===== src/hdl/dual_issue_pkg.sv =====
package dual_issue_pkg;

    // datapath widths
    localparam int DATA_W     = 32;
    localparam int REG_ADDR_W = 5;
    localparam int NUM_REGS   = 32;

    // instruction queue geometry
    localparam int FIFO_DEPTH = 8;
    localparam int FIFO_PTR_W = 3;
    localparam int FIFO_CNT_W = 4;

    // fetch
    localparam logic [DATA_W-1:0] RESET_PC = '0;
    localparam int INST_BYTES = 4;

    // primary opcodes
    localparam logic [5:0] OP_SPECIAL = 6'h00;
    localparam logic [5:0] OP_ADDIU   = 6'h09;
    localparam logic [5:0] OP_ORI     = 6'h0d;
    localparam logic [5:0] OP_LUI     = 6'h0f;

    // function field of SPECIAL
    localparam logic [5:0] FN_SLL  = 6'h00;
    localparam logic [5:0] FN_SRL  = 6'h02;
    localparam logic [5:0] FN_ADDU = 6'h21;
    localparam logic [5:0] FN_SUBU = 6'h23;
    localparam logic [5:0] FN_AND  = 6'h24;
    localparam logic [5:0] FN_OR   = 6'h25;
    localparam logic [5:0] FN_XOR  = 6'h26;
    localparam logic [5:0] FN_SLT  = 6'h2a;

    typedef enum logic [3:0] {
        ALU_ADD,
        ALU_SUB,
        ALU_AND,
        ALU_OR,
        ALU_XOR,
        ALU_SLT,
        ALU_SLL,
        ALU_SRL,
        ALU_LUI
    } alu_op_t;

endpackage


===== src/hdl/fetch_pc_gen.sv =====
`timescale 1ns/10ps

module fetch_pc_gen (
    input  logic                              clk,
    input  logic                              arst_n,
    input  logic                              full,
    input  logic                              inst_data_ok,
    input  logic                              inst_data_ok1,
    input  logic                              inst_data_ok2,
    output logic                              inst_sram_en,
    output logic [dual_issue_pkg::DATA_W-1:0] fetch_pc,
    output logic                              push1,
    output logic                              push2
);
    import dual_issue_pkg::*;

    // request only while two queue slots are free
    assign inst_sram_en = ~full;

    // second word counts only behind the first
    assign push1 = inst_sram_en & inst_data_ok & inst_data_ok1;
    assign push2 = push1 & inst_data_ok2;

    always_ff @(posedge clk or negedge arst_n) begin
        if (!arst_n) begin
            fetch_pc <= RESET_PC;
        end else if (push2) begin
            fetch_pc <= fetch_pc + DATA_W'(2 * INST_BYTES);
        end else if (push1) begin
            fetch_pc <= fetch_pc + DATA_W'(INST_BYTES);
        end
    end

endmodule


===== config.mk =====
export PLATFORM = sky130hd
export DESIGN_NAME = fetch_pc_gen
export DESIGN_NICKNAME = d
export VERILOG_FILES = /design/src/hdl/dual_issue_pkg.sv /design/src/hdl/fetch_pc_gen.sv
export SDC_FILE = /design/constraint.sdc
export NUM_CORES = 1
export LEC_CHECK = 0
export BUFFER_PORTS_ARGS = -buffer_cell sky130_fd_sc_hd__buf_2
export CAP_MARGIN = 10
export CORE_UTILIZATION = 48
export CTS_BUF_LIST = sky130_fd_sc_hd__clkbuf_2 sky130_fd_sc_hd__clkbuf_4 sky130_fd_sc_hd__clkbuf_8
export DETAILED_ROUTE_END_ITERATION = 7
export PLACE_DENSITY = 0.88
export SLEW_MARGIN = 20
export SYNTH_ARGS = -nofsm -noshare
export SYNTH_HDL_FRONTEND = slang
export SYNTH_SLANG_ARGS = --single-unit

===== constraint.sdc =====
create_clock -name clk -period 1.6 [get_ports clk]
set_input_delay 0.08 -clock clk [delete_from_list [all_inputs] [get_ports clk]]
set_output_delay 0.08 -clock clk [all_outputs]
set_load 0.02 [all_outputs]

Word-level counts from Yosys, hierarchy flattened. Index checks and enable logic that the tools add are counted.

Input bits: 6. Register bits: 32. Word-level logic and storage cells: 10.

$add $sub $neg: 2. Multiplexer cells: 2. Reduce and logical (&&, ||, !) cells: 1. Bitwise gates (word level): 4.

Operators with widths (count): 32-bit two-way mux (2); 32-bit by 3-bit adder with 32-bit output (second input constant) (1); 32-bit by 4-bit adder with 32-bit output (second input constant) (1); 1-bit AND (3); 2-bit nonzero test (1); 1-bit inverter (1).

Longest topological paths before layout.
Word-level depth: 5. Depth in mapped cells: 6.

Worst setup path before layout. Ideal clock, no wire load.

Path kind: register to register. Start: register fetch_pc[2] in the netlist's numbering. End: register fetch_pc[12] in the netlist's numbering. Slack: -0.159 ns. Data arrival time: 1.628 ns. Required time: 1.469 ns. Buffers on the path: 1. Setup time: 0.131 ns. Stages on the path, launching flop included: 7. Cell sequence: dfrtp_1 > ha_1 > mux2_2 > and2_1 > clkbuf_1 > and3_1 > xor2_1.

Word-level cells in the longest chain between the ends: 3. Elaborated cells between the ends (all ways): 4. Those cells by class: add/sub: 2; mux: 2.

RTL lines: from (decl) (RTL line fetch_pc_gen.sv:11) `output logic [dual_issue_pkg::DATA_W-1:0] fetch_pc,`; from (signal assigned) (RTL line fetch_pc_gen.sv:28) `fetch_pc <= fetch_pc + DATA_W'(2 * INST_BYTES);`; from (signal assigned) (RTL line fetch_pc_gen.sv:30) `fetch_pc <= fetch_pc + DATA_W'(INST_BYTES);`; 32-bit by 3-bit adder with 32-bit output (RTL line fetch_pc_gen.sv:30); 32-bit two-way mux (RTL line fetch_pc_gen.sv:29) `end else if (push1) begin`; 32-bit two-way mux (*) (RTL line fetch_pc_gen.sv:27) `end else if (push2) begin`.

Every way passes the cells marked *; elsewhere a longest branch is shown, timed or not. The select of a mux whose other input is x is not followed. A chain may end at the register's enable or synchronous reset.

Worst setup path in the final report.
Start: register fetch_pc[3] in the netlist's numbering. End: register fetch_pc[25] in the netlist's numbering.

The elaborated chain is that of the path after synthesis.

==> impl_metrics.tcl <==
set metrics [dict create \
    rsz0062_at_grt "true" \
    startpoint "fetch_pc[3]" \
    fin_nets 210 \
    critPathTopFamily "simple AND/OR/NAND/NOR gates" \
    worstSetupPathType "reg -> reg" \
    skew_ns 0.00723 \
    synth_cells 138 \
    grt_overflow_total 0 \
    grt_antenna_before_repair 0 \
    top_register "fetch_pc" \
    ys.flop_type "dfrtp_1" \
    fin_util_pct 70.0 \
    synthAdderAreaFrac_pct 1.68 \
    die_width_um 57.7 \
    synth_edf_count 0 \
    synth_most_common_cell "dfrtp_1" \
    syn_to_final_growth_pct 34.0 \
    synth.yosys.seq_area_share_pct 50.3 \
    reg_top3 "fetch_pc (30)" \
    slowest_stage "or4_4" \
    cts_buffers 5 \
    synthArstFlopShare_pct 100 \
    firstDrtPassIters 6 \
    tns_ns 0 \
    largest_reg_flops 30 \
    drt-total-wl_mm 3.25 \
    hpwl_mm 2.43 \
    setup_viol 0 \
    first_iter_violations 44 \
    synthXorXnorAreaFrac_pct 16.4 \
    cts.sink_count 30 \
    synthSimpleGateAreaFrac_pct 24.3 \
    ys_ff_latch 30 \
    p_per_area_mw_per_mm2 918 \
    power_mw 1.83 \
    syn-mean-instance-area_um2 10.8 \
    gp_congestion 0.813 \
    crit_path_max_fanout 5 \
    slew_viol_final 0 \
    drive_above_1_share_pct 50.7 \
    port_buffers 38 \
    cts_tree "yes" \
    synth_common_cells "dfrtp_1, xnor2_1, nand3_1, xor2_1" \
    finalCritPeriodShare_pct 99.0 \
    num_antenna_cells 0 \
    n_fill_cell 214 \
    maxCapViolations 0 \
    r2r_start "fetch_pc[3]" \
    hold_path.class "in -> reg" \
    grt_start_max_net_pins 31 \
    grt_pass1_vias 1167 \
    grt_pass1_wl_mm 5.45 \
    die_h_um 57.7 \
    synth_area_leaders "dfrtp_1, xnor2_1, xor2_1" \
    syn-cell-area_mm2 0.00149 \
    synth-compound-area-share_pct 2.60 \
    finalHoldViolCount 0 \
    clockRootBuffer "clkbuf_4" \
    pin_count 41 \
    yosys.cell_types.count 32 \
    critPathBufInv 0 \
    r2r_slack_ns 0.02 \
    violations "DRC" \
    wl_per_cell_um 13.9 \
    synth_top_family_by_area "simple AND/OR/NAND/NOR gates" \
    worstSkewPairLatency_ns 0.33 \
    tightest_slew_ns 0.663 \
    fmax_ghz 0.632 \
    max_stage_delay_ns 0.48 \
    clockBufferDepth 2 \
    synth_top_cell_by_area "dfrtp_1" \
    min_period_ns 1.58 \
    cts-htree-levels 2 \
    yosysWarnings 0 \
    via_count 1239 \
    drc_errors 2 \
    dieArea_mm2 0.00333 \
    critPathCapture "fetch_pc[25]" \
    p_leak_nw 1.01 \
    timing.rr.end "fetch_pc[25]" \
    grt_use_total_pct 21.9 \
    outcome "complete, but fails checks" \
    vdd_drop_max_uv 610 \
    crit_chain "ha_2 > o21ai_2 > or4_4 > nor3_2 > xor2_1" \
    endpoint_kind "flip-flop" \
    crit_path_start_kind "flip-flop" \
    clkTransAtPathRegs_ns 0.09 \
    crit_cells 5 \
    slew-limit-headroom_pct 55.8 \
    synth_top_area_share_pct 50.3 \
    hold_depth 3 \
    synthMuxAreaShare_pct 0.755 \
    cp.arrival_ns 1.85 \
    std_cell_rows 19 \
    core-area_mm2 0.00285 \
    via_per_inst 5.29 \
    initial_core_util_pct 52.3 \
    postRouteAntennaNets 0 \
    worstRegToRegCells 5 \
    required_ns 1.86 \
]
## routing by layer
metal	vias up	GRT usage (%)	share of wire [%]
met3	5	8.26	5.2
li1	603	-	-
met5	-	0	0
met1	600	26.7	43
met2	31	35.9	50
met4	0	7.48	1.4
## worst reg2reg max path, delay by kind of cell, from the launching register on
family          cells  cell delay (ns)
compound gates      1             0.08
xor+xnor            1             0.16
fa+ha+maj           1             0.19
flops               1             0.41
simple gates        2             0.67
## cells in the final DEF (no fill, tap or decap), types with 2 or more instances in the layout
cell type / n
buf_2: 38
buf_4: 23
xnor2_1: 19
dfrtp_2: 19
dfrtp_1: 11
nand3_1: 10
xor2_1: 9
nand4_1: 7
nand2_1: 7
inv_1: 6
nor2_1: 6
clkbuf_4: 6
o21ai_0: 5
and3_1: 4
nand4b_1: 3
nor4_2: 2
nor4_1: 2
nor3_1: 2
nor3_2: 2
ha_2: 2
conb_1: 2
## logic make-up after synthesis
logic type | Yosys count
AO/OA/AOI/OAI | 7
other | 1
AND/OR/NAND/NOR | 57
XOR/XNOR | 28
multiplexers | 1
flip-flops | 30
buffers and inverters | 12
adder cells (fa/ha/maj) | 2
## power by group
| part | switching, mW | internal [mW] |
|---|---|---|
| Sequential | 0.0464 | 0.826 |
| Combinational | 0.265 | 0.214 |
| Clock | 0.253 | 0.229 |
## worst min-delay path by stage
stage | from | endpoint | slack [ns]
floorplan | arst_n | fetch_pc[10] | -0.22
global placement | arst_n | fetch_pc[26] | 0.14
detailed placement | arst_n | fetch_pc[26] | 0.15
CTS | inst_data_ok1 | fetch_pc[4] | 0.11
global route | inst_data_ok1 | fetch_pc[4] | 0.13
finish | inst_data_ok1 | fetch_pc[4] | 0.13
## stage by stage
step	hold WS [ns]	worst slack [ns]	instance area, um^2	cells
floorplan	-0.216	-0.115	1550	139
global placement	0.136	0.0602	1880	222
detailed placement	0.151	-0.00465	1880	222
CTS	0.111	0.00948	1970	231
global route	0.135	-0.0630	2000	234
finish	0.130	0.0168	2000	234
## what timing repair did
action                                  in CTS  in global routing
endpoints found under the setup margin       2                 11
hold buffers                                 1                  0
gates resized for setup                      2                  3
buffers inserted                             0                  3
pin swaps                                    0                  1
hold endpoints to repair                    30                  0
## area by class of cell
cell class,count,area (um^2),share of cell area [%]
timing repair buffer,62,373,18.7
clock buffer,7,58.8,2.94
multi-input combinational,97,726,36.3
clock inverter,1,5.00,0.250
inverter,6,22.5,1.13
sequential,30,774,38.8
tap,31,38.8,1.94
Note: power is estimated with default switching activity, not from simulation.
