## src/hdl/dual_issue_pkg.sv

```systemverilog
package dual_issue_pkg;

    // datapath widths
    localparam int DATA_W     = 32;
    localparam int REG_ADDR_W = 5;
    localparam int NUM_REGS   = 32;

    // instruction queue geometry
    localparam int FIFO_DEPTH = 8;
    localparam int FIFO_PTR_W = 3;
    localparam int FIFO_CNT_W = 4;

    // fetch
    localparam logic [DATA_W-1:0] RESET_PC = '0;
    localparam int INST_BYTES = 4;

    // primary opcodes
    localparam logic [5:0] OP_SPECIAL = 6'h00;
    localparam logic [5:0] OP_ADDIU   = 6'h09;
    localparam logic [5:0] OP_ORI     = 6'h0d;
    localparam logic [5:0] OP_LUI     = 6'h0f;

    // function field of SPECIAL
    localparam logic [5:0] FN_SLL  = 6'h00;
    localparam logic [5:0] FN_SRL  = 6'h02;
    localparam logic [5:0] FN_ADDU = 6'h21;
    localparam logic [5:0] FN_SUBU = 6'h23;
    localparam logic [5:0] FN_AND  = 6'h24;
    localparam logic [5:0] FN_OR   = 6'h25;
    localparam logic [5:0] FN_XOR  = 6'h26;
    localparam logic [5:0] FN_SLT  = 6'h2a;

    typedef enum logic [3:0] {
        ALU_ADD,
        ALU_SUB,
        ALU_AND,
        ALU_OR,
        ALU_XOR,
        ALU_SLT,
        ALU_SLL,
        ALU_SRL,
        ALU_LUI
    } alu_op_t;

endpackage

```

## src/hdl/inst_fifo.sv

```systemverilog
`timescale 1ns/10ps

module inst_fifo (
    input  logic                              clk,
    input  logic                              arst_n,
    input  logic                              push1,
    input  logic                              push2,
    input  logic [dual_issue_pkg::DATA_W-1:0] wdata1,
    input  logic [dual_issue_pkg::DATA_W-1:0] wdata2,
    input  logic                              pop1,
    input  logic                              pop2,
    output logic [dual_issue_pkg::DATA_W-1:0] head_inst,
    output logic [dual_issue_pkg::DATA_W-1:0] next_inst,
    output logic                              empty,
    output logic                              almost_empty,
    output logic                              full
);
    import dual_issue_pkg::*;

    logic [DATA_W-1:0]     mem [FIFO_DEPTH];
    logic [FIFO_PTR_W-1:0] wr_ptr;
    logic [FIFO_PTR_W-1:0] rd_ptr;
    logic [FIFO_PTR_W-1:0] wr_ptr_nxt;
    logic [FIFO_PTR_W-1:0] rd_ptr_nxt;
    logic [FIFO_CNT_W-1:0] count;

    // pointers wrap on their own at a power-of-two depth
    assign wr_ptr_nxt = wr_ptr + FIFO_PTR_W'(1);
    assign rd_ptr_nxt = rd_ptr + FIFO_PTR_W'(1);

    assign head_inst    = mem[rd_ptr];
    assign next_inst    = mem[rd_ptr_nxt];
    assign empty        = (count == '0);
    assign almost_empty = (count == FIFO_CNT_W'(1));
    // room for a full pair is required before a fetch
    assign full         = (count > FIFO_CNT_W'(FIFO_DEPTH - 2));

    always_ff @(posedge clk) begin
        if (push1) begin
            mem[wr_ptr] <= wdata1;
        end
        if (push2) begin
            mem[wr_ptr_nxt] <= wdata2;
        end
    end

    always_ff @(posedge clk or negedge arst_n) begin
        if (!arst_n) begin
            wr_ptr <= '0;
            rd_ptr <= '0;
            count  <= '0;
        end else begin
            wr_ptr <= wr_ptr + FIFO_PTR_W'(push1) + FIFO_PTR_W'(push2);
            rd_ptr <= rd_ptr + FIFO_PTR_W'(pop1) + FIFO_PTR_W'(pop2);
            // net change of both ports together
            count  <= count + FIFO_CNT_W'(push1) + FIFO_CNT_W'(push2)
                            - FIFO_CNT_W'(pop1) - FIFO_CNT_W'(pop2);
        end
    end

endmodule

```

## config.mk

```make
export PLATFORM = sky130hd
export DESIGN_NAME = inst_fifo
export DESIGN_NICKNAME = d
export VERILOG_FILES = /design/src/hdl/dual_issue_pkg.sv /design/src/hdl/inst_fifo.sv
export SDC_FILE = /design/constraint.sdc
export NUM_CORES = 1
export LEC_CHECK = 0
export CAP_MARGIN = 30
export CELL_PAD_IN_SITES_DETAIL_PLACEMENT = 0
export CELL_PAD_IN_SITES_GLOBAL_PLACEMENT = 1
export CORE_UTILIZATION = 49
export DETAILED_ROUTE_END_ITERATION = 7
export DONT_BUFFER_PORTS = 1
export PLACE_DENSITY = 0.8
export SLEW_MARGIN = 20
export SYNTH_ARGS = -nofsm -noshare
export SYNTH_HDL_FRONTEND = slang
export SYNTH_SLANG_ARGS = --single-unit
```

## constraint.sdc

```tcl
create_clock -name clk -period 3.65 [get_ports clk]
set_clock_uncertainty 0.05 [all_clocks]
set_input_delay 0.73 -clock clk [delete_from_list [all_inputs] [get_ports clk]]
set_output_delay 0.73 -clock clk [all_outputs]
set_load 0.03 [all_outputs]
```

Word-level counts from Yosys, hierarchy flattened:

Memory sizes are Yosys's and may differ from the RTL's.
Cells that the tools add are included.

* bits of input ports: 70
* logic and storage cells: 21
* output and inout bits: 67
* RAM bits: 256
* memories: 1
* bits in registers: 10

* reductions and logical operators: 1
* equal/unequal tests: 1
* magnitude comparators: 1
* $add $sub $neg: 10
* muxes and demuxes: 4

Memories
* mem: words 8, bits a word 32, read ports 2, clocked after memory_dff 0, wr ports 2, line inst_fifo.sv:20 `logic [DATA_W-1:0] mem [FIFO_DEPTH];`

Operators with widths (count)
* adder 3 x 1 -> 3 bit: 4
* adder 4 x 1 -> 4 bit: 2
* subtractor 4 x 1 -> 4 bit: 2
* adder 3 x 1 -> 3 bit, second input constant: 2
* == test 4 x 1 -> 1 bit, second input constant: 1
* greater-than comparator 4 x 3 -> 1 bit, second input constant: 1
* zero test 4 bit: 1
* 2-to-1 mux 1 bit: 4

Logic depth before layout (Yosys ltp):

* depth after elaboration: 4
* gate-level depth with buffers: 9

Worst setup path before layout:

Ideal clock, no wire load.

* kind: input port to flip-flop
* start: input port push1
* end: memory mem[0][0], enable pin
* arrival: 3302 ps
* setup slack: -174 ps
* setup time: 472 ps
* path buffers: 0
* cell stages on the path: 2
* required time: 3128 ps
* cell sequence: nand2b_1 o32ai_1

RTL lines
* start: declaration: line inst_fifo.sv:6 `input logic push1,`
* end: declaration: line inst_fifo.sv:20

Worst setup path after layout:

* start: register rd_ptr[1]
* end: output port next_inst[12] (netlist name)

* longest elaborated chain between the ends: 2

RTL lines
* start: declaration: line inst_fifo.sv:22 `logic [FIFO_PTR_W-1:0] rd_ptr;`
* start signal: assignment: line inst_fifo.sv:54 `rd_ptr <= rd_ptr + FIFO_PTR_W'(pop1) + FIFO_PTR_W'(pop2);`
* adder 3 x 1 -> 3 bit: line inst_fifo.sv:29 `assign rd_ptr_nxt = rd_ptr + FIFO_PTR_W'(1);`
* memory read (8 x 32 bit)
* end: declaration: line inst_fifo.sv:13 `output logic [dual_issue_pkg::DATA_W-1:0] next_inst,`

Every way passes these cells.

==> metrics.yaml <==
synthesis:
  seq_area_frac_synth_pct: 50.3
  synth_top_area_cell: "edfxtp_1"
  syn_inst: 1123
  syn_area_mm2: 0.0158
  synthDistinctLibCells: 31
  synth.avg_cell_area_um2: 14.0
  yosysWarnings: 0
  synth_fp_nets: 1206
  ys_seq_elements: 266
  synth_top_area_share_pct: 48.7
  synth.area.top_cells: "edfxtp_1, mux2_2, mux4_2"
sta:
  hold_viol_final: 0
  slew_violations: 0
  max_slew_margin_pct: 33.2
  fin_crit_ps: 3440
  setup_violations: 0
  rsz0062_at_grt: "no"
  timing.final.crit_share_pct: 94.3
  worstMarginPinSlew_ps: 1000
  max_freq_mhz: 290
grt:
  antenna_found_initial: 0
  grt.overflow.total: 0
  grt_pass1_vias: 10300
  grt_pass1_wl_um: 62200
  grtUsageTotal_pct: 24.8
  grt_max_degree: 67
place:
  port_buffers: 0
  place_hpwl_um: 24900
  gp_congestion: 0.764
  place_area_mm2: 0.0165
route:
  drt_iter0_drc: 793
  ant_nets: 0
  via_count: 9887
  vias_per_cell: 6.43
  route.detailed.drc: 0
  firstDrtPassIters: 5
  wl_per_cell_um: 26.0
  drt-total-wl_um: 39900
floorplanning:
  pin_count: 137
  fp.dieH_um: 181
  initial_core_util_pct: 49.9
  core_mm2: 0.0316
  dieArea_mm2: 0.0329
  die_w_um: 181
  num_rows: 65
setup_path:
  timing.critical_path.slowest_cell_delay_ps: 510
  worstPathRequired_ps: 2870
  cp_cell_sequence: "ha_4, buf_12, mux2i_1, nand3_1, and4_1"
  critPathLaunch: "rd_ptr[1]"
  path_class: "flop to primary output"
  cp-start-kind: "flop"
  crit_arrival_ps: 2660
  cp-end-kind: "primary output"
  slowest_stage: "dfrtp_4"
  r2r_start: "wr_ptr[0]"
  critPathMaxFanout: 66
status:
  status: "completed"
min_path:
  hold_path_class: "primary input to flop"
  hold_start: "push1"
final_layout:
  final_cell_area_mm2: 0.0175
  drive_above_1_share_pct: 37.9
  syn2layout_area_growth_pct: 11.0
  nNetsFinal: 1194
  diodes: 0
clock_tree:
  clock-sinks: 266
  clkSlewWorstSetupHoldPaths_ps: 60
  cts_max_path_buffers: 3
  clk_latency_ps: 550
  cts-root-buf: "clkbuf_16"
  cts_repair_resize_count: 0
  cts_tree: "done"
  cts_buffers: 30
  htreeDepth: 1
run:
  maxCapViolCount: 0
repair_timing:
item | in CTS | in global routing
hold buffers | 1 | 0
setup buffers | 0 | 0
endpoints found under the hold margin | 10 | 0
kinds of logic (layout without fill, tap and decap cells):
family	Yosys count	after routing	share of synthesized area (%)
muxes	449	449	35.6
buffers and inverters	104	116	3.20
adders and majority gates	13	13	1.27
AOI/OAI and AO/OA	8	8	0.349
DFF	266	266	50.3
and+or+nand+nor	276	276	8.83
xor gates and xnor gates	7	7	0.436
final timing paths:
kind | endpoint | slack [ps] | cells past startpoint
max in group asynchronous | rd_ptr[2] | 2620 | 1
min | count[0] | 300 | 1
min in group asynchronous | rd_ptr[0] | 540 | 1
min reg2reg | wr_ptr[1] | 520 | 1
max reg2reg | mem[4][14] | 680 | 5
max | next_inst[12] | 210 | 5
worst max-delay path, delay by kind of cell (launching register included):
family	cells	cell delay, ps
DFF	1	510
and+or+nand+nor	2	440
buffers and inverters	1	390
adders and majority gates	1	330
muxes	1	330
synth_stat cells:
library cell	instances
and3_1	1
and4_1	32
buf_1	11
buf_2	37
buf_4	6
buf_6	6
clkbuf_1	27
dfrtp_1	10
edfxtp_1	256
fa_1	5
ha_1	8
inv_1	16
inv_2	1
mux2_2	257
mux2i_1	128
mux4_2	64
nand2_1	101
nand2_2	2
nand2b_1	2
nand3_1	129
nand3b_1	1
nor2_1	4
nor3_2	2
nor3b_1	2
o21ai_0	2
o21bai_1	2
o22ai_1	2
o32ai_1	2
xnor2_1	2
xor2_1	4
xor2_2	1
metrics by stage:
| step | instances | TNS [ps] | worst slack [ps] | hold WS [ps] | util [%] |
|---|---|---|---|---|---|
| 6_report | 1537 | 0 | 206 | 300 | 55.3 |
| 5_1_grt | 1537 | 0 | 126 | 292 | 55.3 |
| 4_1_cts | 1537 | 0 | 194 | 285 | 55.3 |
| 3_5_place_dp | 1480 | 0 | 702 | 385 | 52.2 |
| 3_3_place_gp | 1477 | 0 | 782 | 385 | 52.0 |
| 2_1_floorplan | 1123 | -215 | -3.37 | 384 | - |
final cells by class:
type / instances / area [um2]
inverter: 17 / 65.1
sequential: 266 / 7950
clock inverter: 15 / 123
fill: 2522 / 14100
multi-input combinational: 753 / 7520
timing repair buffer: 43 / 498
tap: 402 / 503
clock buffer: 41 / 853
flip-flops by register name (all words and copies together) (netlist names):
name / cells
mem: 256
rd_ptr: 3
count: 4
wr_ptr: 3
per-layer routing:
metal	GRT usage [%]	vias up	wire (um)
li1	-	4369	-
met1	32.1	5082	16400
met2	41.7	367	19500
met3	5.48	69	2930
met4	7.42	0	1120
met5	0	-	0
placed cells by master (no fill, tap or decap), drive strengths merged, types with 10 or more instances in the layout:
cell and count:
clkbuf 41, nand2 103, clkinv 12, dfrtp 10, mux4 64, edfxtp 256
inv 16, mux2i 128, nand3 129, buf 42, mux2 257, and4 32
Power is not shown: default switching activity piles up to over one toggle a cycle in this logic, so the estimate is an artifact.
