==> config.mk <==
export PLATFORM = sky130hd
export DESIGN_NAME = forward_unit
export DESIGN_NICKNAME = d
export VERILOG_FILES = /design/src/hdl/dual_issue_pkg.sv /design/src/hdl/forward_unit.sv
export SDC_FILE = /design/constraint.sdc
export NUM_CORES = 1
export LEC_CHECK = 0
export ABC_AREA = 1
export BUFFER_PORTS_ARGS = -buffer_cell sky130_fd_sc_hd__buf_2
export CAP_MARGIN = 20
export CORE_AREA = 2 2 165 167
export DETAILED_ROUTE_END_ITERATION = 6
export DIE_AREA = 0 0 167 169
export GPL_ROUTABILITY_DRIVEN = 0
export PLACE_DENSITY = 0.64
export SYNTH_ARGS = -nofsm -noshare
export SYNTH_HDL_FRONTEND = slang
export SYNTH_SLANG_ARGS = --single-unit
export TNS_END_PERCENT = 5
==> constraint.sdc <==
create_clock -name vclk -period 4.4
set_clock_uncertainty 0.1 [all_clocks]
set_input_delay 0.66 -clock vclk [all_inputs]
set_output_delay 0.66 -clock vclk [all_outputs]
set_load 0.01 [all_outputs]
==> src/hdl/dual_issue_pkg.sv <==
package dual_issue_pkg;

    // datapath widths
    localparam int DATA_W     = 32;
    localparam int REG_ADDR_W = 5;
    localparam int NUM_REGS   = 32;

    // instruction queue geometry
    localparam int FIFO_DEPTH = 8;
    localparam int FIFO_PTR_W = 3;
    localparam int FIFO_CNT_W = 4;

    // fetch
    localparam logic [DATA_W-1:0] RESET_PC = '0;
    localparam int INST_BYTES = 4;

    // primary opcodes
    localparam logic [5:0] OP_SPECIAL = 6'h00;
    localparam logic [5:0] OP_ADDIU   = 6'h09;
    localparam logic [5:0] OP_ORI     = 6'h0d;
    localparam logic [5:0] OP_LUI     = 6'h0f;

    // function field of SPECIAL
    localparam logic [5:0] FN_SLL  = 6'h00;
    localparam logic [5:0] FN_SRL  = 6'h02;
    localparam logic [5:0] FN_ADDU = 6'h21;
    localparam logic [5:0] FN_SUBU = 6'h23;
    localparam logic [5:0] FN_AND  = 6'h24;
    localparam logic [5:0] FN_OR   = 6'h25;
    localparam logic [5:0] FN_XOR  = 6'h26;
    localparam logic [5:0] FN_SLT  = 6'h2a;

    typedef enum logic [3:0] {
        ALU_ADD,
        ALU_SUB,
        ALU_AND,
        ALU_OR,
        ALU_XOR,
        ALU_SLT,
        ALU_SLL,
        ALU_SRL,
        ALU_LUI
    } alu_op_t;

endpackage

==> src/hdl/forward_unit.sv <==
`timescale 1ns/10ps

module forward_unit (
    input  logic [dual_issue_pkg::REG_ADDR_W-1:0] master_rs,
    input  logic [dual_issue_pkg::REG_ADDR_W-1:0] master_rt,
    input  logic [dual_issue_pkg::REG_ADDR_W-1:0] slave_rs,
    input  logic [dual_issue_pkg::REG_ADDR_W-1:0] slave_rt,
    input  logic [dual_issue_pkg::DATA_W-1:0]     master_rs_rf,
    input  logic [dual_issue_pkg::DATA_W-1:0]     master_rt_rf,
    input  logic [dual_issue_pkg::DATA_W-1:0]     slave_rs_rf,
    input  logic [dual_issue_pkg::DATA_W-1:0]     slave_rt_rf,
    input  logic                                  e_master_wen,
    input  logic [dual_issue_pkg::REG_ADDR_W-1:0] e_master_addr,
    input  logic [dual_issue_pkg::DATA_W-1:0]     e_master_data,
    input  logic                                  e_slave_wen,
    input  logic [dual_issue_pkg::REG_ADDR_W-1:0] e_slave_addr,
    input  logic [dual_issue_pkg::DATA_W-1:0]     e_slave_data,
    input  logic                                  wb_master_wen,
    input  logic [dual_issue_pkg::REG_ADDR_W-1:0] wb_master_addr,
    input  logic [dual_issue_pkg::DATA_W-1:0]     wb_master_data,
    input  logic                                  wb_slave_wen,
    input  logic [dual_issue_pkg::REG_ADDR_W-1:0] wb_slave_addr,
    input  logic [dual_issue_pkg::DATA_W-1:0]     wb_slave_data,
    output logic [dual_issue_pkg::DATA_W-1:0]     master_rs_value,
    output logic [dual_issue_pkg::DATA_W-1:0]     master_rt_value,
    output logic [dual_issue_pkg::DATA_W-1:0]     slave_rs_value,
    output logic [dual_issue_pkg::DATA_W-1:0]     slave_rt_value
);
    import dual_issue_pkg::*;

    // newest producer first, slave before master within a stage
    function automatic logic [DATA_W-1:0] pick(input logic [REG_ADDR_W-1:0] addr,
                                               input logic [DATA_W-1:0]     rf_val);
        if (addr == '0) begin
            return rf_val;
        end else if (e_slave_wen && e_slave_addr == addr) begin
            return e_slave_data;
        end else if (e_master_wen && e_master_addr == addr) begin
            return e_master_data;
        end else if (wb_slave_wen && wb_slave_addr == addr) begin
            return wb_slave_data;
        end else if (wb_master_wen && wb_master_addr == addr) begin
            return wb_master_data;
        end
        return rf_val;
    endfunction

    always_comb begin
        master_rs_value = pick(master_rs, master_rs_rf);
        master_rt_value = pick(master_rt, master_rt_rf);
        slave_rs_value  = pick(slave_rs, slave_rs_rf);
        slave_rt_value  = pick(slave_rt, slave_rt_rf);
    end

endmodule

# Word-level counts from Yosys, hierarchy flattened
# Index checks and enable logic that the tools add are counted.
# Widths: inputs -> output; s select.
totals:
  reg_bits: 0
  output_inout_bits: 128
  elab_cells: 80
  inputBits: 300
classes:
  eq_ne: 16
  muxes: 44
  reduce_logical: 20
op_table:
  columns: ["cell", "n"]
  rows:
  - ["$mux 32", 24]
  - ["$eq 5x5->1", 16]
  - ["$logic_not 5->1", 4]
  - ["$mux 1", 20]
  - ["$logic_and 1x1->1", 16]

# Logic depth before layout (Yosys ltp)
depth:
  ltp_word: 8
  ltp_mapped: 12
  mapped_depth_nobuf: 11

# Least setup slack after synthesis
# Ideal clock, no wire load.
synth_path:
  path_kind: "input-to-output"
  start: "input port master_rt[4] (netlist bit)"
  end: "output port master_rt_value[10] (netlist bit)"
  arrival_ps: 1763
  n_path_buf: 1
  cell_stages: 10
  t_required_ps: 3640
  setup_slack_ps: 1877
  path_cell_list: "inv_1 nand2_1 a21oi_1 nand3_1 nand2_1 nor2_1 nor2_4 buf_2 nand3_1 nand2_1"
synth_between:
  elab_chain_cells: 8
  elab_cells_between_ends: 19
  cone_classes: "4 x eq/ne; 10 x mux; 5 x reduce/logical"
synth_lines:
  columns: ["item", "line_no", "source"]
  rows:
  - ["from (decl)", "forward_unit.sv:5", "input logic [dual_issue_pkg::REG_ADDR_W-1:0] master_rt,"]
  - ["$eq 5x5->1", "forward_unit.sv:42", "end else if (wb_master_wen && wb_master_addr == addr) begin"]
  - ["$logic_and 1x1->1", "forward_unit.sv:42", null]
  - ["$mux 1", "forward_unit.sv:42", null]
  - ["$mux 1", "forward_unit.sv:40", "end else if (wb_slave_wen && wb_slave_addr == addr) begin"]
  - ["$mux 1", "forward_unit.sv:38", "end else if (e_master_wen && e_master_addr == addr) begin"]
  - ["$mux 1", "forward_unit.sv:36", "end else if (e_slave_wen && e_slave_addr == addr) begin"]
  - ["$mux 1", "forward_unit.sv:34", "if (addr == '0) begin"]
  - ["$mux 32 (*)", "forward_unit.sv:45", "return rf_val;"]
  - ["to (decl)", "forward_unit.sv:25", "output logic [dual_issue_pkg::DATA_W-1:0] master_rt_value,"]
# Every way passes the cells marked *; elsewhere a longest branch is shown, timed or not.

# Worst setup path in the final report
layout_path:
  start: "input port master_rt[0] (netlist bit)"
  end: "output port master_rt_value[2] (netlist bit)"
# Same word-level chain as after synthesis.

==> results.md <==
- Result of the run: finished, violations left
- Violations in the final reports: design-rule violations
- Layout overhead on the synthesized area: 28.7%
- Overall via count from detail_route: around 14000
- Post-CTS sizing: 0
- Most common library cell in the layout ignoring fill and taps: sky130_fd_sc_hd__nand2_1
- Wire length of the first global-routing pass: between 60 and 70 mm
- Path category of the worst min-delay check: in2out
- Number of antenna violations at the first check in global routing: 3
- Number of nets with antenna violations after detailed routing: 0
- Yosys top cell area share: 0.407
- Total track usage: 0.301
- Remaining max-slew budget at the tightest pin: 0.363
- IR drop worst, VDD: between 0.05 and 0.06 mV
- Share of power burned in registers: 0
- Endpoint arrival time on the critical path: 2.70 ns
- Area enclosed by the die boundary: 0.0282 mm^2
- Share of final-layout standard cells stronger than drive strength 1: 0.218
- Syn_area_per_cell: around 4.1 um^2
- Largest stage delay on the critical path: between 0.4 and 0.5 ns
- Startpoint types: input port
- Final-layout clock buffer total: 0
- Category of the critical setup timing path: in2out
- HPWL after DPL: about 34 mm
- Post-layout net count: 2558
- Clk pwr share: 0
- Leakage power: between 0.006 and 0.007 uW
- Number of warning messages in the yosys log: 0
- Pin count of the biggest net entering global routing: 65
- Cell count after synthesis: about 1900
- Syn Std Cell Area: ~0.0080 mm^2
- Time the final worst path needs with I/O delays and setup: 3.46 ns
- Detailed Route WL: ~45 mm
- Routed WL per cell: between 15 and 20 um
- Sw Share: 0.653
- Setup TNS: 0 ns
- Routing layer with the top usage in global route: met2
- Final Instance Area: around 0.010 mm^2
- Internal power of the cells: ~390 uW
- Leading cell types in the layout, fill and taps excluded: sky130_fd_sc_hd__nand2_1 (864), sky130_fd_sc_hd__buf_2 (428), sky130_fd_sc_hd__nand3_1 (399)
- Number of core rows: 60
- Post-placement worst setup slack: 0.967 ns
- Maximum fanout along the worst path: 40
- Max-slew violation total from the final report: 0
- Switching power total: 728 uW
- Number of failing hold endpoints at the final stage: 0
- # setup viols final: 0
- Initial cell density of the core: 0.300
- DR vias/cell: between 5 and 6
- Highest clock frequency the design can meet: 289 MHz
- Total overflow reported by the global router: 0
- Data required time at the worst endpoint: 3.64 ns
- Number of filler cells placed in the layout: slightly above 3000
- Leading area contributor after synthesis: sky130_fd_sc_hd__nand2_1
- Maximum Capacitance Violations: 0
- Drt drc: 7
- Critical-path cell with the highest stage delay: sky130_fd_sc_hd__buf_4
- Met3 GRT Util: 0.0468
- Starting DRT DRC Count: 1705
- Final Cycle Share: 0.787
- Synth cell types: 18
- GR Util met2: 0.518
- Fraction of power consumed by combinational cells: 1.000
- PD cells: around 110 mW/mm^2
- Pin slew with the least headroom to its limit: between 0.9 and 1 ns
- Most frequent CP cell: sky130_fd_sc_hd__nand2_1
- Sequential cells: 0
- Seq/Total Area, Yosys: 0
- Die W: around 170 um
- Final setup slack of the worst path: about 0.94 ns
- Area after detailed placement: 0.0102 mm^2
- Total nets after synthesis: 2220
- Y dimension of the die: 169 um
- Port Buffer Count: roughly 430
- Unrepaired setup endpoints after global routing: false
- Reg area: 0 um^2
- IO Count: ~430
- Number of iterations in the first detailed-routing pass: 7
- Cells traversed along the worst timing path: buf_2 -> inv_2 -> nand2_1 -> o21ai_0 -> nor2_1 -> nand3_1 -> inv_2 -> buf_4 -> nor2_1 -> nand2_1 -> nand3_1 -> nand2_1 -> buf_2
- Hold buffer count at CTS: 0
- Via count of the first global-routing pass: roughly 12000
- Met1 demand-to-capacity share in global routing: 0.371
- Worst setup EP type: output port
- Final core utilization: 0.387
- # placed instances: between 2000 and 3000
- Post-route insts no fill: 2598
- Top area cells in the synthesized netlist: sky130_fd_sc_hd__nand2_1 (41%), sky130_fd_sc_hd__nand3_1 (25%), sky130_fd_sc_hd__nor2_1 (15%)
- Post-CTS setup repair buffer count: 0
- Core area: between 0.02 and 0.03 mm^2
## worst max-delay path, delay by kind of cell
| kind | cells | cell delay [ns] |
|---|---|---|
| and+or+nand+nor | 7 | 0.73 |
| buffers and inverters | 5 | 1.21 |
| AOI/OAI and AO/OA | 1 | 0.08 |
## layer usage
layer	up-vias	wire (um)
li1	6571	-
met1	5968	16700
met2	1048	20800
met3	160	5230
met4	4	2110
met5	-	27
## power by group through the flow
stage | clock network [uW] | registers, uW | logic [uW]
final | 0.0000305 | 0 | 1110
after global routing | 0.0000305 | 0 | 1230
after CTS | 0 | 0 | 1100
after detailed placement | 0 | 0 | 1090
after global placement | 0 | 0 | 1080
after floorplan | 0 | 0 | 618
## Yosys cell counts
cell type                    n
sky130_fd_sc_hd__nand2_1   864
sky130_fd_sc_hd__nand3_1   404
sky130_fd_sc_hd__nor2_1    325
sky130_fd_sc_hd__inv_1     164
sky130_fd_sc_hd__buf_2      77
sky130_fd_sc_hd__inv_2      22
sky130_fd_sc_hd__clkbuf_1   16
sky130_fd_sc_hd__buf_1      12
sky130_fd_sc_hd__a21oi_1     7
sky130_fd_sc_hd__buf_4       5
sky130_fd_sc_hd__o21ai_0     5
sky130_fd_sc_hd__nand4_1     4
sky130_fd_sc_hd__nor3_2      4
sky130_fd_sc_hd__buf_6       3
sky130_fd_sc_hd__nand3_2     3
sky130_fd_sc_hd__nor2_4      3
sky130_fd_sc_hd__nor2_2      1
sky130_fd_sc_hd__nor2_8      1
## per-stage QoR
stage / hold WS, ns / power (uW)
finish: 1.50 / 1110
floorplan: 1.34 / 618
global placement: 1.50 / 1080
detailed placement: 1.50 / 1090
CTS: 1.50 / 1100
global route: 1.52 / 1230
## logic make-up (layout without fill, tap and decap cells)
logic type / count (synthesis) / in the layout / synth area share
buf+inv: 299 / 635 / 0.158
compound gates: 12 / 12 / 0.00754
simple gates: 1609 / 1609 / 0.834
other cells: 0 / 1 / 0
## area by class of cell
cell class                      count  area, um^2  area share
Multi-Input combinational cell   1621        6780       0.662
Timing Repair Buffer              449        2340       0.228
Inverter                          186         698      0.0681
Tap cell                          341         427      0.0416
Antenna cell                        1        2.50    0.000244
## worst paths after layout
path | startpoint | to | depth (start not counted)
hold / removal | slave_rs_rf[13] | slave_rs_value[13] | 4
setup / recovery | master_rt[0] | master_rt_value[2] | 13
No activity file was read; power rests on OpenSTA's default activity.
