`src/hdl/dual_issue_pkg.sv`:
```
package dual_issue_pkg;

    // datapath widths
    localparam int DATA_W     = 32;
    localparam int REG_ADDR_W = 5;
    localparam int NUM_REGS   = 32;

    // instruction queue geometry
    localparam int FIFO_DEPTH = 8;
    localparam int FIFO_PTR_W = 3;
    localparam int FIFO_CNT_W = 4;

    // fetch
    localparam logic [DATA_W-1:0] RESET_PC = '0;
    localparam int INST_BYTES = 4;

    // primary opcodes
    localparam logic [5:0] OP_SPECIAL = 6'h00;
    localparam logic [5:0] OP_ADDIU   = 6'h09;
    localparam logic [5:0] OP_ORI     = 6'h0d;
    localparam logic [5:0] OP_LUI     = 6'h0f;

    // function field of SPECIAL
    localparam logic [5:0] FN_SLL  = 6'h00;
    localparam logic [5:0] FN_SRL  = 6'h02;
    localparam logic [5:0] FN_ADDU = 6'h21;
    localparam logic [5:0] FN_SUBU = 6'h23;
    localparam logic [5:0] FN_AND  = 6'h24;
    localparam logic [5:0] FN_OR   = 6'h25;
    localparam logic [5:0] FN_XOR  = 6'h26;
    localparam logic [5:0] FN_SLT  = 6'h2a;

    typedef enum logic [3:0] {
        ALU_ADD,
        ALU_SUB,
        ALU_AND,
        ALU_OR,
        ALU_XOR,
        ALU_SLT,
        ALU_SLL,
        ALU_SRL,
        ALU_LUI
    } alu_op_t;

endpackage

```
`src/hdl/exec_lane.sv`:
```
`timescale 1ns/10ps

module exec_lane (
    input  logic                                  clk,
    input  logic                                  arst_n,
    input  logic                                  issue,
    input  dual_issue_pkg::alu_op_t               aluop,
    input  logic                                  alu_sela,
    input  logic                                  alu_selb,
    input  logic [4:0]                            shamt,
    input  logic [dual_issue_pkg::DATA_W-1:0]     imm_value,
    input  logic [dual_issue_pkg::DATA_W-1:0]     rs_value,
    input  logic [dual_issue_pkg::DATA_W-1:0]     rt_value,
    input  logic                                  reg_wen,
    input  logic [dual_issue_pkg::REG_ADDR_W-1:0] reg_waddr,
    output logic                                  e_reg_wen,
    output logic [dual_issue_pkg::REG_ADDR_W-1:0] e_reg_waddr,
    output logic [dual_issue_pkg::DATA_W-1:0]     e_result,
    output logic                                  wb_en,
    output logic [dual_issue_pkg::REG_ADDR_W-1:0] wb_addr,
    output logic [dual_issue_pkg::DATA_W-1:0]     wb_data
);
    import dual_issue_pkg::*;

    alu_op_t           e_aluop;
    logic              e_sela;
    logic              e_selb;
    logic [4:0]        e_shamt;
    logic [DATA_W-1:0] e_imm;
    logic [DATA_W-1:0] e_rs;
    logic [DATA_W-1:0] e_rt;
    logic [DATA_W-1:0] src_a;
    logic [DATA_W-1:0] src_b;

    // execute register, a bubble only clears the write enable
    always_ff @(posedge clk or negedge arst_n) begin
        if (!arst_n) begin
            e_reg_wen <= 1'b0;
        end else begin
            e_reg_wen <= issue & reg_wen;
        end
    end

    always_ff @(posedge clk) begin
        if (issue) begin
            e_reg_waddr <= reg_waddr;
            e_aluop     <= aluop;
            e_sela      <= alu_sela;
            e_selb      <= alu_selb;
            e_shamt     <= shamt;
            e_imm       <= imm_value;
            e_rs        <= rs_value;
            e_rt        <= rt_value;
        end
    end

    // shifts take shamt as operand a
    assign src_a = e_sela ? {27'd0, e_shamt} : e_rs;
    assign src_b = e_selb ? e_imm : e_rt;

    always_comb begin
        case (e_aluop)
            ALU_ADD: e_result = src_a + src_b;
            ALU_SUB: e_result = src_a - src_b;
            ALU_AND: e_result = src_a & src_b;
            ALU_OR:  e_result = src_a | src_b;
            ALU_XOR: e_result = src_a ^ src_b;
            ALU_SLT: e_result = {31'd0, $signed(src_a) < $signed(src_b)};
            ALU_SLL: e_result = src_b << src_a[4:0];
            ALU_SRL: e_result = src_b >> src_a[4:0];
            ALU_LUI: e_result = {src_b[15:0], 16'h0000};
            default: e_result = '0;
        endcase
    end

    // writeback register
    always_ff @(posedge clk or negedge arst_n) begin
        if (!arst_n) begin
            wb_en <= 1'b0;
        end else begin
            wb_en <= e_reg_wen;
        end
    end

    always_ff @(posedge clk) begin
        wb_addr <= e_reg_waddr;
        wb_data <= e_result;
    end

endmodule

```
`config.mk`:
```
export PLATFORM = sky130hd
export DESIGN_NAME = exec_lane
export DESIGN_NICKNAME = d
export VERILOG_FILES = /design/src/hdl/dual_issue_pkg.sv /design/src/hdl/exec_lane.sv
export SDC_FILE = /design/constraint.sdc
export NUM_CORES = 1
export LEC_CHECK = 0
export ABC_AREA = 0
export BUFFER_PORTS_ARGS = -buffer_cell sky130_fd_sc_hd__buf_2
export CELL_PAD_IN_SITES_DETAIL_PLACEMENT = 1
export CELL_PAD_IN_SITES_GLOBAL_PLACEMENT = 1
export CORE_ASPECT_RATIO = 0.75
export CORE_MARGIN = 3
export CORE_UTILIZATION = 30
export CTS_CLUSTER_SIZE = 28
export DETAILED_ROUTE_END_ITERATION = 8
export GPL_TIMING_DRIVEN = 0
export PLACE_DENSITY_LB_ADDON = 0.15
export SETUP_SLACK_MARGIN = 0.3
export SLEW_MARGIN = 10
export SYNTH_ARGS = -nofsm -noshare
export SYNTH_HDL_FRONTEND = slang
export SYNTH_SLANG_ARGS = --single-unit
```
`constraint.sdc`:
```
create_clock -name clk -period 6.5 [get_ports clk]
set_input_delay 0 -clock clk [delete_from_list [all_inputs] [get_ports clk]]
set_output_delay 0 -clock clk [all_outputs]
set_load 0.005 [all_outputs]
```
* After elaboration in Yosys (flattened, before gate mapping)
Index checks and enable logic that the tools add are counted.
** Cells by class
- Add/subtract/negate cells :: 2
- Magnitude comparators :: 1
- Equality and inequality tests :: 8
- Shift operators :: 2
- Muxes and demuxes :: 3
- Bitwise operators :: 4
- Reduce and logical (&&, ||, !) cells :: 1
** Operators with widths (count)
- one-hot mux 32 bit (9 select lines) :: 1
- two-way mux 32 bit :: 2
- adder 32 bit :: 1
- AND 32 bit :: 1
- < comparator 32 bit :: 1
- bitwise OR 32 bit :: 1
- left shift 32 x 5 -> 32 bit :: 1
- >> shifter 32 x 5 -> 32 bit :: 1
- subtractor 32 bit :: 1
- XOR 32 bit :: 1
- equality test 4 x 3 -> 1 bit (second input constant) :: 4
- equality test 4 x 2 -> 1 bit (second input constant) :: 2
- equality test 4 x 1 -> 1 bit (second input constant) :: 1
- equality test 4 bit (second input constant) :: 1
- logical NOT 4 bit :: 1
- AND 1 bit :: 1
** Storage, ports and cells
- Flip-flop bits (word level) :: 151
- Input bits :: 116
- Output and inout bits :: 76
- Word-level logic and storage cells :: 33

* Depth between registers and ports, before layout
- Depth in word-level cells :: 3
- Gate-level depth with buffers :: 16
- Mapped depth without buffers :: 12

* Worst setup path after synthesis
Ideal clock, no wire load.
- Kind :: register to register
- Start :: register e_sela
- End :: register wb_data[25] (netlist bit)
- Library setup time :: 0.128 ns
- Data arrival time :: 4.115 ns
- Data required time :: 6.372 ns
- Slack :: 2.258 ns
- Stages on the path, launching flop included :: 16
- Buffers on the path :: 5
- Period minus slack after synthesis :: 4.242 ns
- Cell sequence :: edfxtp_1 -> buf_4 -> buf_2 -> mux2i_1 -> clkbuf_1 -> clkbuf_1 -> clkbuf_1 -> ha_1 -> o21a_1 -> a2111oi_2 -> nor4b_2 -> o41ai_2 -> o41ai_1 -> o41ai_1 -> o2111ai_1 -> a32o_1
** Between the ends
- Word-level cells in the longest chain between the ends :: 3
- Elaborated cells between the ends (all ways) :: 9
- Those cells by class :: 2 x add/sub; 2 x shift; 2 x mux; 3 x bitwise
** Ends and longest elaborated chain
- start: declaration :: RTL line exec_lane.sv:26 : logic e_sela;
- start signal: assignment :: RTL line exec_lane.sv:48 : e_sela <= alu_sela;
- two-way mux 32 bit (*) :: RTL line exec_lane.sv:58 : assign src_a = e_sela ? {27'd0, e_shamt} : e_rs;
- subtractor 32 bit (tied with other cells) :: RTL line exec_lane.sv:64 : ALU_SUB: e_result = src_a - src_b;
- one-hot mux 32 bit (9 select lines) (*) :: RTL line exec_lane.sv:62 : case (e_aluop)
- net e_result, one bit :: RTL line exec_lane.sv:18 : output logic [dual_issue_pkg::DATA_W-1:0] e_result,
- end signal: assignment :: RTL line exec_lane.sv:87 : wb_data <= e_result;
- end: declaration :: RTL line exec_lane.sv:21 : output logic [dual_issue_pkg::DATA_W-1:0] wb_data
Mark *: on every way through the listed nets, which the timed path passes. The rest lies on a longest branch.
A chain may end at the register's enable or synchronous reset.

* Worst setup path in the final report
- Start :: register e_selb
- End :: output e_result[24] (netlist bit)
** Between the ends
- Word-level cells in the longest chain between the ends :: 3
- Elaborated cells between the ends (all ways) :: 9
- Those cells by class :: 2 x add/sub; 2 x shift; 2 x mux; 3 x bitwise
** Ends and longest elaborated chain
- start: declaration :: RTL line exec_lane.sv:27 : logic e_selb;
- start signal: assignment :: RTL line exec_lane.sv:49 : e_selb <= alu_selb;
- two-way mux 32 bit (*) :: RTL line exec_lane.sv:59 : assign src_b = e_selb ? e_imm : e_rt;
- subtractor 32 bit (tied with other cells) :: RTL line exec_lane.sv:64
- one-hot mux 32 bit (9 select lines) (*) :: RTL line exec_lane.sv:62
- end: declaration :: RTL line exec_lane.sv:18
Mark *: on every way between the ends. The rest lies on a longest branch, timed or not.

==> results.toml <==
[worst_setup_path]
crit_chain = "buf_6 -> buf_8 -> mux2i_1 -> inv_1 -> ha_2 -> fa_1 -> nor2_1 -> o221ai_1 -> a211oi_2 -> o21ai_1 -> and2_1 -> o21ai_1 -> a221oi_1 -> o2111ai_1 -> buf_2"
arrival_ps = 6040
crit_path_top_delay_cell = "mux2i_1"
worst-setup-path-type = "register to output port"
cpMostUsedCell = "o21ai_1"
cp.required_ps = 6500
worstSetupEndpointType = "output port"
crit_family = "compound AO/OA/AOI/OAI gates"
path_buf_inv = 4
cp_max_fo = 10
max_stage_delay_ps = 1020
crit_path_start_kind = "register"

[sta]
tightest_slew_ps = 1260
fmax_ghz = 0.166
clock_skew_ps = 17.4
post-route-period-util_pct = 93.0
rsz0062_at_grt = "no"
drv_slew = 0
setup_viol = 0
fin_ws_ps = 458
timing.hold.ws_ps = 221
slew-limit-headroom_pct = 14.2
tns_ps = 0
final-hold-violation-count = 0
period_minus_slack_ps = 6040

[clocking]
numCtsBuffers = 17
cts_tree = "built"
clk_latency_ps = 480
cts_max_path_buffers = 2
cts_sinks = 151
clk_pin_slew_ps = 70
cts-root-buf = "clkbuf_16"
htree_levels = 4

[layout]
design_area_um2 = 17000
fill_cells = 5093
utilization_pct = 39.0
num_antenna_cells = 0
synthToLayoutAreaGrowth_pct = 26.9
fin_cells = 2423
seqCellArea_um2 = 4150
drive_above_1_share_pct = 18.8
multi_input_area_um2 = 8560
layout.nets = 2046

[grt]
grt_max_degree = 89
grt-ovfl-total = 0
grt_pass1_vias = 14341
track_usage_pct = 29.5
grt_pass1_wl_um = 102000
antenna_found_initial = 2

[drt]
via_per_inst = 5.90
first_pass_iters = 5
drt-initial-drc-count = 1470
antenna_left = 0
drc_errors = 0
routedWlPerCell_um = 29.2
num_vias = 14303
wl_um = 70800

[power]
ir_worst_vdd_mv = 0.196
power_mw = 4.24
p_leak_nw = 7.21
p_per_area_nw_per_um2 = 249

[floorplan]
core_um2 = 43800
dieArea_um2 = 47400
initial_utilization_pct = 30.7
die_height_um = 189
rows = 66
num_io_pins = 192
die_w_um = 250

[synth]
syn_area_per_cell_um2 = 8.94
synth_flop_cell = "edfxtp_1"
ys_ff_latch = 151
syn_inst = 1503
syn_area_um2 = 13400
yosysSeqAreaShare_pct = 30.9
yosysUniqueCellTypes = 84
syn-num-nets = 1717
synth_edf_count = 112
synthArstFlopShare_pct = 1.32
yosysWarnings = 0

[placed_design]
post-place-ws_ps = -146
dp_hpwl_um = 55800
port_buffers = 191
place_area_um2 = 15200
gp_congestion = 1.01
placedCellCount = 2275

[min_path]
min-delay-path-class = "input pin to register"

[status]
status = "finished clean"

[flow_run]
max_cap_violations = 0
cell usage in the layout (no fill, tap or decap), drive strengths merged, types with 9 or more instances in the layout:
cell / Yosys / layout
a2111oi: 9 / 9
a211oi: 20 / 20
a21o: 30 / 30
a21oi: 95 / 95
a221o: 11 / 11
a221oi: 21 / 21
a22oi: 9 / 9
a31oi: 10 / 10
and2: 10 / 10
buf: 36 / 230
clkbuf: 64 / 81
clkinv: 1 / 12
dfxtp: 37 / 37
dlygate4sd3: 0 / 116
edfxtp: 112 / 112
ha: 96 / 96
inv: 94 / 98
mux2i: 165 / 165
nand2: 132 / 132
nand3: 29 / 29
nor2: 106 / 106
nor2b: 36 / 36
nor3: 33 / 33
o2111ai: 10 / 10
o211ai: 30 / 30
o21ai: 85 / 85
o21bai: 12 / 12
o221ai: 24 / 24
o22ai: 39 / 39
o31ai: 13 / 13
or2: 12 / 12
path summary, 6_finish.rpt:
path	slack, ps	start	depth (start not counted)	to
max	460	e_selb	15	e_result[24]
max reg2reg	1000	e_selb	14	wb_data[24]
max in group asynchronous	6010	arst_n	3	wb_en
min in group asynchronous	360	arst_n	3	e_reg_wen
min	220	rs_value[27]	2	e_rs[27]
min reg2reg	360	e_reg_waddr[3]	0	wb_addr[3]
power breakdown:
group,total [mW],switching [mW],internal [mW]
Combinational,2.01,1.34,0.673
Sequential,1.19,0.0372,1.16
Clock,1.04,0.518,0.525
state kept, by name (all words and copies together), names as in the netlist:
register and cells:
e_imm 32, e_aluop 4, e_sela 1, e_reg_wen 1, wb_addr 5, e_reg_waddr 5
e_selb 1, e_rt 32, e_rs 32, wb_en 1, wb_data 32, e_shamt 5
synthesized netlist by cell type, drive strengths merged, types with 36 or more instances:
cell type,number,area (µm²)
o21ai,85,425
clkbuf,64,240
ha,96,1200
edfxtp,112,3360
nand2,132,495
nor2,106,398
a21oi,95,475
dfxtp,37,741
buf,36,203
inv,94,353
nor2b,36,225
mux2i,165,1860
o22ai,39,244
routing by layer:
| layer | vias up | routed length, µm | track usage (%) | share of wire [%] |
|---|---|---|---|---|
| li1 | 6322 | - | - | - |
| met1 | 7139 | 32600 | 42.2 | 46 |
| met2 | 721 | 29500 | 43.1 | 42 |
| met3 | 121 | 6200 | 7.17 | 8.7 |
| met4 | 0 | 2480 | 10.4 | 3.5 |
| met5 | - | 0 | 0 | 0 |
layout make-up:
type | count | share of cell area [%]
buffer | 100 | 2.66
clock buffer | 17 | 2.50
clock inverter | 15 | 1.20
inverter | 95 | 2.10
multi-input combinational | 1157 | 50.2
sequential | 151 | 24.4
tap | 578 | 4.24
timing repair buffer | 310 | 12.7
what timing repair did:
| action | 4_1_cts | 5_1_grt |
|---|---|---|
| setup endpoints to repair | 24 | 9 |
| buffers inserted | 0 | 0 |
| gates resized for setup | 13 | 13 |
| hold endpoints to repair | 140 | 0 |
| hold buffers | 116 | 0 |
cells by family (layout without fill, tap and decap cells):
kind of cell | count (synthesis) | after routing | synth area share (%)
compound gates | 478 | 478 | 24.7
xor+xnor | 3 | 3 | 0.196
fa+ha+maj | 98 | 98 | 9.24
buf+inv | 195 | 537 | 5.95
flops | 151 | 151 | 30.9
mux | 175 | 175 | 14.9
simple gates | 403 | 403 | 14.1
Power figures use the tool's default switching activity.
